==> config.mk <==
export PLATFORM = sky130hd
export DESIGN_NAME = label_gen
export DESIGN_NICKNAME = d
export VERILOG_FILES = /design/src/hdl/label_gen.sv
export VERILOG_INCLUDE_DIRS = /design/src /design/src/hdl
export SDC_FILE = /design/constraint.sdc
export NUM_CORES = 1
export LEC_CHECK = 0
export BUFFER_PORTS_ARGS = -buffer_cell sky130_fd_sc_hd__buf_4
export CAP_MARGIN = 20
export CORE_UTILIZATION = 57
export CTS_CLUSTER_DIAMETER = 100
export DETAILED_ROUTE_END_ITERATION = 8
export MAX_ROUTING_LAYER = met4
export PLACE_DENSITY_LB_ADDON = 0.25
export REMOVE_ABC_BUFFERS = 1
export SLEW_MARGIN = 5
export SYNTH_ARGS = -nofsm -noshare
export SYNTH_HDL_FRONTEND = slang
export SYNTH_SLANG_ARGS = --single-unit
export TNS_END_PERCENT = 5
==> constraint.sdc <==
create_clock -name clk -period 2.28 [get_ports clk]
set_input_delay 0.456 -clock clk [delete_from_list [all_inputs] [get_ports clk]]
set_output_delay 0.456 -clock clk [all_outputs]
set_load 0.01 [all_outputs]
==> src/hdl/gc_defines.svh <==
// Garbling core parameters
`ifndef GC_DEFINES_SVH
`define GC_DEFINES_SVH

`define GC_LABEL_W        32
`define GC_IDX_W          6
`define GC_MAX_INPUTS     64
`define GC_MAX_GATES      64

// APB map, byte addresses
`define GC_APB_ADDR_W     12
`define GC_WORD_W         32
`define GC_ADDR_SIZES     12'h000
`define GC_ADDR_GATE_BASE 12'h100

`define GC_LFSR_SEED      32'h1D87_2B41
`define GC_LFSR_POLY      32'h8020_0003  // Taps 32, 22, 2, 1

`endif

==> src/hdl/label_gen.sv <==
// Pseudo-random label source
`timescale 1ns/1ps
`default_nettype none
`include "gc_defines.svh"

module label_gen (
	input  logic                   clk,
	input  logic                   rst,
	input  logic                   en,
	output logic [`GC_LABEL_W-1:0] label
);
	logic [`GC_LABEL_W-1:0] lfsr_q;

	// Galois step, shift right and fold the dropped bit back through the taps
	assign label = {1'b0, lfsr_q[`GC_LABEL_W-1:1]} ^
		({`GC_LABEL_W{lfsr_q[0]}} & `GC_LFSR_POLY);

	always_ff @(posedge clk or posedge rst) begin
		if (rst)
			lfsr_q <= `GC_LFSR_SEED;
		else if (en)
			lfsr_q <= label;  // Label shown this cycle becomes the new state
	end
endmodule

`default_nettype wire

---- Word-level counts from Yosys, hierarchy flattened ----
Index checks and enable logic that the tools add are counted.
cells by class
  bitwise gates (word level) .............. 1
operators by type and width
  cell                           count
  bitwise XOR 31 x 32 -> 32 bit  1
storage, ports and cells
  flip-flop bits (word level) ............. 32
  bits of input ports ..................... 3
  output and inout port bits .............. 32
  logic and storage cells ................. 2

---- Longest topological paths before layout ----
  depth in word-level cells ............... 1
  depth in mapped cells ................... 4
  depth with buffers taken out ............ 2

---- Worst setup path before layout ----
OpenSTA, ideal clock, no wires.
  kind .................................... register to output
  start point ............................. register lfsr_q[0]
  end point ............................... output port label[21]
  data arrival time ....................... 0.887 ns
  required time ........................... 1.824 ns
  slack ................................... 0.937 ns
  cell stages (with the launch flop) ...... 3
  buffers on the path ..................... 1
  cells stage by stage .................... dfstp_2 > buf_6 > xor2_1
on the way
  word-level cells in the longest chain between the ends .. 1
ends and longest elaborated chain
  element                        RTL line         text
  from (decl)                    label_gen.sv:12  logic [`GC_LABEL_W-1:0] lfsr_q;
  from (signal assigned)         label_gen.sv:20  lfsr_q <= `GC_LFSR_SEED;
  from (signal assigned)         label_gen.sv:22  lfsr_q <= label;
  bitwise XOR 31 x 32 -> 32 bit  label_gen.sv:15  assign label = {1'b0, lfsr_q[`GC_LABEL_W-1:1]} ^
  to (decl)                      label_gen.sv:10  output logic [`GC_LABEL_W-1:0] label
No other way between the ends.

---- Worst setup path in the final report ----
Same ends and word-level chain as after synthesis.

==> results.json <==
{
  "hold_buffers": 0,
  "tns_ns": 0,
  "first_pass_iters": 5,
  "internal_power_uw": 728,
  "fin_hold_ws_ns": 0.189,
  "regMostFlops": "lfsr_q",
  "syn_area_um2": 1620,
  "setup_viol": 0,
  "p_per_area_nw_per_um2": 562,
  "grt_pass1_vias": 728,
  "antenna_left": 0,
  "design_area_um2": 1680,
  "htree_levels": 2,
  "maxSlewViolCount": 0,
  "synth.avg_cell_area_um2": 15.7,
  "grt_overflow": 0,
  "detailed_place_hpwl_um": 1330,
  "status": "complete, no violations",
  "cts_root_buf": "clkbuf_4",
  "total_leakage_power_uw": 0.000897,
  "cts_setup_buffers": 0,
  "die_h_um": 55.3,
  "synth_xor_xnor_area_share_pct": 2.16,
  "fin_ws_ns": 0.478,
  "viasPerCell": 5.11,
  "startpoint": "lfsr_q[0]$_DFFE_PP1P_",
  "hold_path.class": "in -> async",
  "die_w_um": 55.3,
  "core_area_um2": 2590,
  "rsz0062_at_grt": "no",
  "muxShareOfSynthArea_pct": 28.3,
  "vias": 726,
  "clkSinkCount": 32,
  "clock_skew_ns": 0.00942,
  "cts_resized": 0,
  "grt_max_degree": 33,
  "finalPower_uw": 944,
  "power_frac_seq_pct": 60.2,
  "grt_use_total_pct": 16.0,
  "drc": 0,
  "r2r-start": "lfsr_q[0]$_DFFE_PP1P_",
  "cts_buffers": 5,
  "netlist_instances": 103,
  "critPathCaptureType": "output port",
  "n_antenna_cell": 0,
  "ys_ff_latch": 32,
  "cts_tree": "built",
  "fmax_mhz": 555,
  "p_sw_share_pct": 22.8,
  "antenna_found_initial": 0,
  "drt-initial-drc-count": 10,
  "multi_input_area_um2": 497,
  "rows": 18,
  "initial_core_util_pct": 62.5,
  "io_pins": 35,
  "cap_violations": 0,
  "crit_type": "reg -> out",
  "synthAdderAreaFrac_pct": 0,
  "cp.arrival_ns": 1.35,
  "synth-compound-area-share_pct": 0,
  "path_max_fanout": 6,
  "syn_to_final_growth_pct": 3.79,
  "detail_route.wl_per_cell_um": 14.9,
  "io_buffers": 34,
  "synth_cell_types": 11,
  "largest_register_ffs": 32,
  "p_sw_uw": 216,
  "period_minus_slack_ns": 1.80,
  "dpl-instance-area_um2": 1620,
  "reg_top3": "lfsr_q: 32 flops",
  "yosysWarnings": 0,
  "startpoint_type": "register",
  "register_area_um2": 818,
  "n_fill_cell": 199,
  "hold_viol": 0,
  "clk_latency_ns": 0.33,
  "min_period_over_period_pct": 79.1,
  "place_ws_ns": 0.834,
  "clkSlewWorstSetupHoldPaths_ns": 0.10,
  "drive_gt1_share_pct": 78.6,
  "routed_wl_um": 2120,
  "place.gp.congestion": 0.669,
  "cp.required_ns": 1.82,
  "grt_first_pass_wirelength_um": 3540,
  "tightest_slew_ns": 0.548,
  "pwr-share-clk_pct": 35.8,
  "die_area_um2": 3060,
  "synth-simple-area-share_pct": 0.232,
  "final_nets": 114,
  "synth_top_family_by_area": "multiplexers",
  "cts_buffer_depth": 2,
  "power_frac_comb_pct": 4.0,
  "ir_drop_v": 0.000426,
  "synth_seq_area_share_pct": 50.5,
  "maxSlewHeadroom_pct": 63.5
}
==> power by group through the flow <==
stage | logic (uW) | registers [uW] | clock network [uW]
after global placement | 38.1 | 579 | 0
after detailed placement | 39.0 | 579 | 0
after global routing | 41.4 | 569 | 382
after floorplan | 17.8 | 579 | 0
after CTS | 39.3 | 569 | 357
final | 37.7 | 569 | 337
==> cells in the mapped netlist <==
| library cell | instances | share of area (%) |
|---|---|---|
| dfrtp_1 | 18 | 28 |
| nand2_1 | 1 | 0.23 |
| inv_1 | 1 | 0.23 |
| xnor2_1 | 1 | 0.54 |
| dfstp_2 | 14 | 23 |
| buf_6 | 2 | 1.4 |
| buf_4 | 29 | 13 |
| mux2_2 | 2 | 1.4 |
| buf_12 | 3 | 3.7 |
| xor2_1 | 3 | 1.6 |
| mux2_4 | 29 | 27 |
==> worst max-delay path, stage by stage, from the launching register on <==
cell,delay (ns)
dfstp_2,0.63
xor2_1,0.23
buf_4,0.16
==> cell type report <==
cell class              instances  share of cell area [%]
flip-flops and latches         32                    48.7
multi-input cells              36                    29.6
repair buffers                 35                    15.6
clock buffers                   6                    3.05
well taps                      30                    2.23
clock inverters                 2                   0.596
inverters                       1                   0.223
==> final timing paths <==
check                                          to  slack, ns  cells past startpoint
min                        lfsr_q[10]$_DFFE_PP0P_       0.19                      3
min in group clk           lfsr_q[22]$_DFFE_PP0P_       0.54                      1
min reg2reg                lfsr_q[22]$_DFFE_PP0P_       0.54                      1
max                                     label[21]       0.48                      2
max reg2reg                lfsr_q[21]$_DFFE_PP0P_       1.16                      2
max in group asynchronous   lfsr_q[6]$_DFFE_PP1P_       1.76                      3
==> layer usage <==
metal | wire length (um) | share of wire, % | GRT usage (%)
met2 | 982 | 46 | 21.9
met4 | 23 | 1.1 | 8.57
met1 | 985 | 47 | 19.8
met3 | 124 | 5.9 | 7.26
met5 | 0 | 0 | -
==> cells by family (layout without fill, tap and decap cells) <==
family                    after synthesis  in the layout
DFF                                    32             32
muxes                                  31             31
and+or+nand+nor                         1              1
buffers and inverters                  35             44
xor gates and xnor gates                4              4
==> through the flow <==
stage	util, %	instances
2_1_floorplan	-	69
3_3_place_gp	62.5	134
3_5_place_dp	62.5	134
4_1_cts	64.9	142
5_1_grt	64.9	142
6_report	64.9	142
==> cell usage in the layout, fill, tap and decap left out <==
cell type  instances
xor2_1             3
xnor2_1            1
buf_4             35
mux2_4            29
nand2_1            1
dfrtp_1           18
clkinv_2           2
mux2_2             2
clkbuf_4           5
inv_1              1
clkbuf_8           1
dfstp_2           14
No activity file was read; power rests on OpenSTA's default activity.
