===== config.mk =====
export PLATFORM = sky130hd
export DESIGN_NAME = label_ram
export DESIGN_NICKNAME = d
export VERILOG_FILES = /design/src/hdl/label_ram.sv
export VERILOG_INCLUDE_DIRS = /design/src /design/src/hdl
export SDC_FILE = /design/constraint.sdc
export NUM_CORES = 2
export LEC_CHECK = 0
export BUFFER_PORTS_ARGS = -buffer_cell sky130_fd_sc_hd__buf_2
export CAP_MARGIN = 20
export CORE_UTILIZATION = 40
export DETAILED_ROUTE_END_ITERATION = 8
export HOLD_SLACK_MARGIN = 0.02
export PLACE_DENSITY = 0.66
export SLEW_MARGIN = 20
export SYNTH_ARGS = -nofsm -noshare
export SYNTH_HDL_FRONTEND = slang
export SYNTH_SLANG_ARGS = --single-unit

===== constraint.sdc =====
create_clock -name clk -period 3.2 [get_ports clk]
set_clock_uncertainty 0.05 [all_clocks]
set_input_delay 0.16 -clock clk [delete_from_list [all_inputs] [get_ports clk]]
set_output_delay 0.16 -clock clk [all_outputs]
set_load 0.02 [all_outputs]

===== src/hdl/gc_defines.svh =====
// Garbling core parameters
`ifndef GC_DEFINES_SVH
`define GC_DEFINES_SVH

`define GC_LABEL_W        32
`define GC_IDX_W          6
`define GC_MAX_INPUTS     64
`define GC_MAX_GATES      64

// APB map, byte addresses
`define GC_APB_ADDR_W     12
`define GC_WORD_W         32
`define GC_ADDR_SIZES     12'h000
`define GC_ADDR_GATE_BASE 12'h100

`define GC_LFSR_SEED      32'h1D87_2B41
`define GC_LFSR_POLY      32'h8020_0003  // Taps 32, 22, 2, 1

`endif


===== src/hdl/label_ram.sv =====
// Label memory, one write and two read ports
`timescale 1ns/1ps
`default_nettype none
`include "gc_defines.svh"

module label_ram #(
	parameter int DEPTH = `GC_MAX_GATES,
	parameter int AW    = `GC_IDX_W,
	parameter int DW    = `GC_LABEL_W
) (
	input  logic          clk,
	input  logic          we,
	input  logic [AW-1:0] waddr,
	input  logic [DW-1:0] wdata,
	input  logic [AW-1:0] raddr_a,
	output logic [DW-1:0] rdata_a,
	input  logic [AW-1:0] raddr_b,
	output logic [DW-1:0] rdata_b
);
	logic [DW-1:0] mem [DEPTH];

	// Read before write on a shared address
	always_ff @(posedge clk) begin
		if (we)
			mem[waddr] <= wdata;
		rdata_a <= mem[raddr_a];
		rdata_b <= mem[raddr_b];
	end

	a_waddr_known: assert property (@(posedge clk) we |-> !$isunknown(waddr))
		else $error("label_ram write with unknown address");
endmodule

`default_nettype wire


After elaboration in Yosys (flattened, before gate mapping)
Memory sizes are Yosys's and may differ from the RTL's. A register that Yosys moved wholly into a read port is not among the register bits.
Index checks and enable logic that the tools add are counted.
W data, S select, Z words.
{ "classes": {"n_mux": 2, "n_eq_ne": 0, "n_shift": 0, "bitwise_logic": 0, "add_sub_neg": 0, "reduce_logical": 0, "div": 0, "multipliers": 0, "magnitude_cmp": 0} }
{ "ops": {"columns": ["cell", "n"], "rows": [
  ["$mux W1", 2]
]} }
{ "totals": {"out_inout_bits": 64, "n_memories": 1, "latchBits": 0, "word_cells": 3, "inputBits": 52, "register_bits": 0, "ramBits": 2048, "mem_bits_ro": 0} }
{ "mem_list": {"columns": ["memory", "depth", "width", "rd", "rd_ports_with_merged_regs", "write_ports", "line_no", "rtl"], "rows": [
  ["mem", 64, 32, 2, 2, 1, "label_ram.sv:20", "logic [DW-1:0] mem [DEPTH];"]
]} }

Logic depth before layout (Yosys ltp)
{ "depth": {"ltp_word": 2, "mapped_depth": 10, "mapped_depth_nobuf": 5} }

Worst setup path before layout
No wires, ideal clock.
{ "synth_timing": {"path_kind": "input to register", "startpoint": "input port waddr[3]", "endpoint": "memory mem[48][0] in the netlist's numbering, enable pin", "required_ps": 2689, "setup_time_ps": 461, "path_stages": 4, "n_path_buf": 1, "arrival_time_ps": 2890, "setup_slack_ps": -201, "path_cell_list": "clkbuf_1 -> nor2b_1 -> nand4b_1 -> nor3_1"} }
{ "synth_lines": {"columns": ["item", "line_no", "rtl"], "rows": [
  ["start: declaration", "label_ram.sv:13", "input logic [AW-1:0] waddr,"],
  ["end: declaration", "label_ram.sv:20", null]
]} }
No word-level cell before the write port.

==> metrics.txt <==
DR vias/cell roughly 6.5; Die Wd 491 um; Area contributors post-synth edfxtp_1 (64%), mux4_2 (26%), mux2i_1 (2.1%); Worst Reg-to-Reg Cells 4; total grt overflow 0; FF-to-FF setup slack 0.64 ns; Finished Cell Area around 110000 um^2; drt initial violations between 7000 and 8000; first-pass GRT wire length approximately 420000 um; Clock Latency Late Sink approximately 0.87 ns; Clock transition at path regs 0.06 ns; via count 53300; Final Cycle Share 80.7%; TritonRoute pass-1 iters 8; fin crit period 2.58 ns; fin nets 4866; MaxCap Viol Count 0; row count 179; Hold Path Stages 4; RSZ-0062 raised after global routing no; Final TNS setup 0 ns; Yosys reg bits 2112; CP startpoint kind input port; share of cells above drive strength 1 40.9%; Worst VDD drop 0.449 mV; Synth top cells by count edfxtp_1 (2048), mux4_2 (1124), mux2i_1 (204), clkbuf_1 (135), buf_2 (121); Design Power 61.1 mW; Avg Inst Size Synth 21.7 um^2; Worst R2R End rdata_b[19]; Worst Setup Path Type input port to register; status finished with violations; Die ar. 241000 um^2; Synth Flop Type edfxtp_1; Hold Path Origin waddr[4]; Layout area overhead 16.2%; Post-synth EDFFs 2048; YS warnings 0; Crit Path Max Fanout 38; CP endpoint kind register; fin cells 8164; Total Wirelength roughly 300000 um; critical path depth 8; Final Util 46.7%; number of port buffers 115; clk sink count 2112; sequential element share of the synthesized area 65.6%; WP buf/inv 3; drt wl/cell between 30 and 40 um; vias in the first global route roughly 54000; Total Routing Usage GR 24.8%; largest net degree at the start of global routing 65; failing checks DRC; DIE HEIGHT between 400 and 500 um; Initial Util between 40 and 50%; Mapped Nets 4464; Hold Crit Endpoint mem[31][11]; Worst EP required around 4 ns; clock tree buffer depth 3; most common cell in the netlist edfxtp_1; Worst EP arrival approximately 3.3 ns; Fin. Hold Viols 0; synthesized cell area 95700 um^2; Detail Route Antenna Nets 0; cell leakage power 35.0 nW; core area between 200000 and 250000 um^2; I/O pins roughly 120; Reg2Reg Launch Point mem[21][19]; CP delay by family, top buffers and inverters; H-tree depth 4; Setup-failing EPs final 0; instance area at placement 104000 um^2; post-synth cell types 38; CTS tree built; worst hold path class input port to register; worst slew pin tran 1.18 ns; final count of pins violating max slew 0; Synth top area share 64.3%; crit-path max cell delay 0.57 ns; total CTS buffers 205; RD Place Congestion 0.844; critical path's slowest cell dlygate4sd3_1; Placed Cells incl. Taps 7728; dpl hpwl 181000 um; Yosys top cell by area edfxtp_1; CP Cell Sequence dlygate4sd3_1 > buf_6 > nand3b_1 > buf_4 > o221ai_1 > a21oi_1 > o21ai_1 > o22ai_1; Fmax about 0.39 GHz; Rel. slew slack 21.4%; DR DRC count 36; Fillers 19400; Synth async-reset ratio 0%; initial antenna violation count 21; cells after synthesis between 4000 and 5000; Power Dens Cells between 500 and 600 nW/um^2; CTS root buf clkbuf_16
-- cell families (layout without fill, tap and decap cells) --
family / Yosys count / after routing / share of synthesized area (%)
DFF: 2112 / 2112 / 65.6
other: 0 / 4 / 0
buffers and inverters: 348 / 929 / 1.83
muxes: 1364 / 1364 / 29.0
and+or+nand+nor: 248 / 248 / 1.13
AOI/OAI and AO/OA: 340 / 340 / 2.39
-- how the worst max path moves through the flow --
stage | startpoint | endpoint
3_3_place_gp | raddr_a[2] | rdata_a[3]
6_report | raddr_a[3] | rdata_a[23]
3_5_place_dp | raddr_a[2] | rdata_a[3]
4_1_cts | mem[16][3] | rdata_a[3]
5_1_grt | mem[15][3] | rdata_a[3]
2_1_floorplan | waddr[1] | mem[59][0]
-- metrics by stage --
stage               setup WS, ns  hold slack, ns
global placement          0.0762           0.526
detailed placement         0.100           0.526
CTS                        0.732          0.0236
global route               0.553          0.0945
floorplan                  0.493           0.209
finish                     0.618          0.0997
-- per-layer routing --
| layer | track usage, % | up-vias | routed length (um) |
|---|---|---|---|
| met5 | 0 | - | 90 |
| met4 | 9.57 | 16 | 12300 |
| met3 | 5.88 | 619 | 33500 |
| met2 | 39.5 | 3419 | 143000 |
| met1 | 33.1 | 28900 | 111000 |
| li1 | - | 20400 | - |
-- power by group --
part / total, mW / internal, mW / switching, mW
clock network: 24.9 / 14.2 / 10.7
logic: 5.39 / 2.30 / 3.09
registers: 30.9 / 30.6 / 0.232
total: 61.1 / 47.1 / 14.0
-- placed cells by master (no fill, tap or decap), types with 5 or more instances in the layout --
master         instances
mux2i_1              204
dlygate4sd3_1         44
o21ai_0               18
clkbuf_1              39
o32a_1                 9
edfxtp_1            2048
clkinv_4               5
nand2_1               92
dfxtp_1               64
buf_2                 74
a32oi_1                9
buf_4                268
o21ai_1               31
nand3b_1               6
clkinv_2              32
bufinv_16             23
clkinvlp_4             8
o221ai_1              16
a21oi_1               58
o22ai_1               56
a211oi_1              15
buf_8                  6
o211ai_1              27
inv_6                  5
and2_1                 5
mux2_2                36
nand3_1                9
nor2b_1               16
nor2_1                31
mux4_2              1124
nor2_4                63
nand2b_1               7
clkbuf_16            209
a221oi_1              13
a22oi_1               85
buf_12               148
clkinv_1              41
clkbuf_8              17
-- worst reg2reg max path, cell delays in order (launching register included) --
cell and delay (ns):
edfxtp_1 0.39, mux4_2 0.48, mux4_2 0.49, o22ai_1 0.79, a21oi_1 0.18
-- layout make-up --
type	count	area [um^2]	share of cell area [%]
multi-input cells	1952	31700	28.5
clock inverters	121	1280	1.15
well taps	3167	3960	3.56
inverters	1	3.75	0.00338
clock buffers	265	5610	5.05
flip-flops and latches	2112	62800	56.5
diodes	4	10.0	0.00900
repair buffers	542	5890	5.30
-- flip-flops by register name, indices dropped and copies added (netlist names) --
signal,flops
mem,2048
rdata_b,32
rdata_a,32
-- timing repair --
| item | CTS | global route |
|---|---|---|
| hold endpoints to repair | 933 | 640 |
| resized for setup | 0 | 0 |
| hold buffers | 34 | 10 |
| setup buffers | 0 | 0 |
No activity file was read; power rests on OpenSTA's default activity.
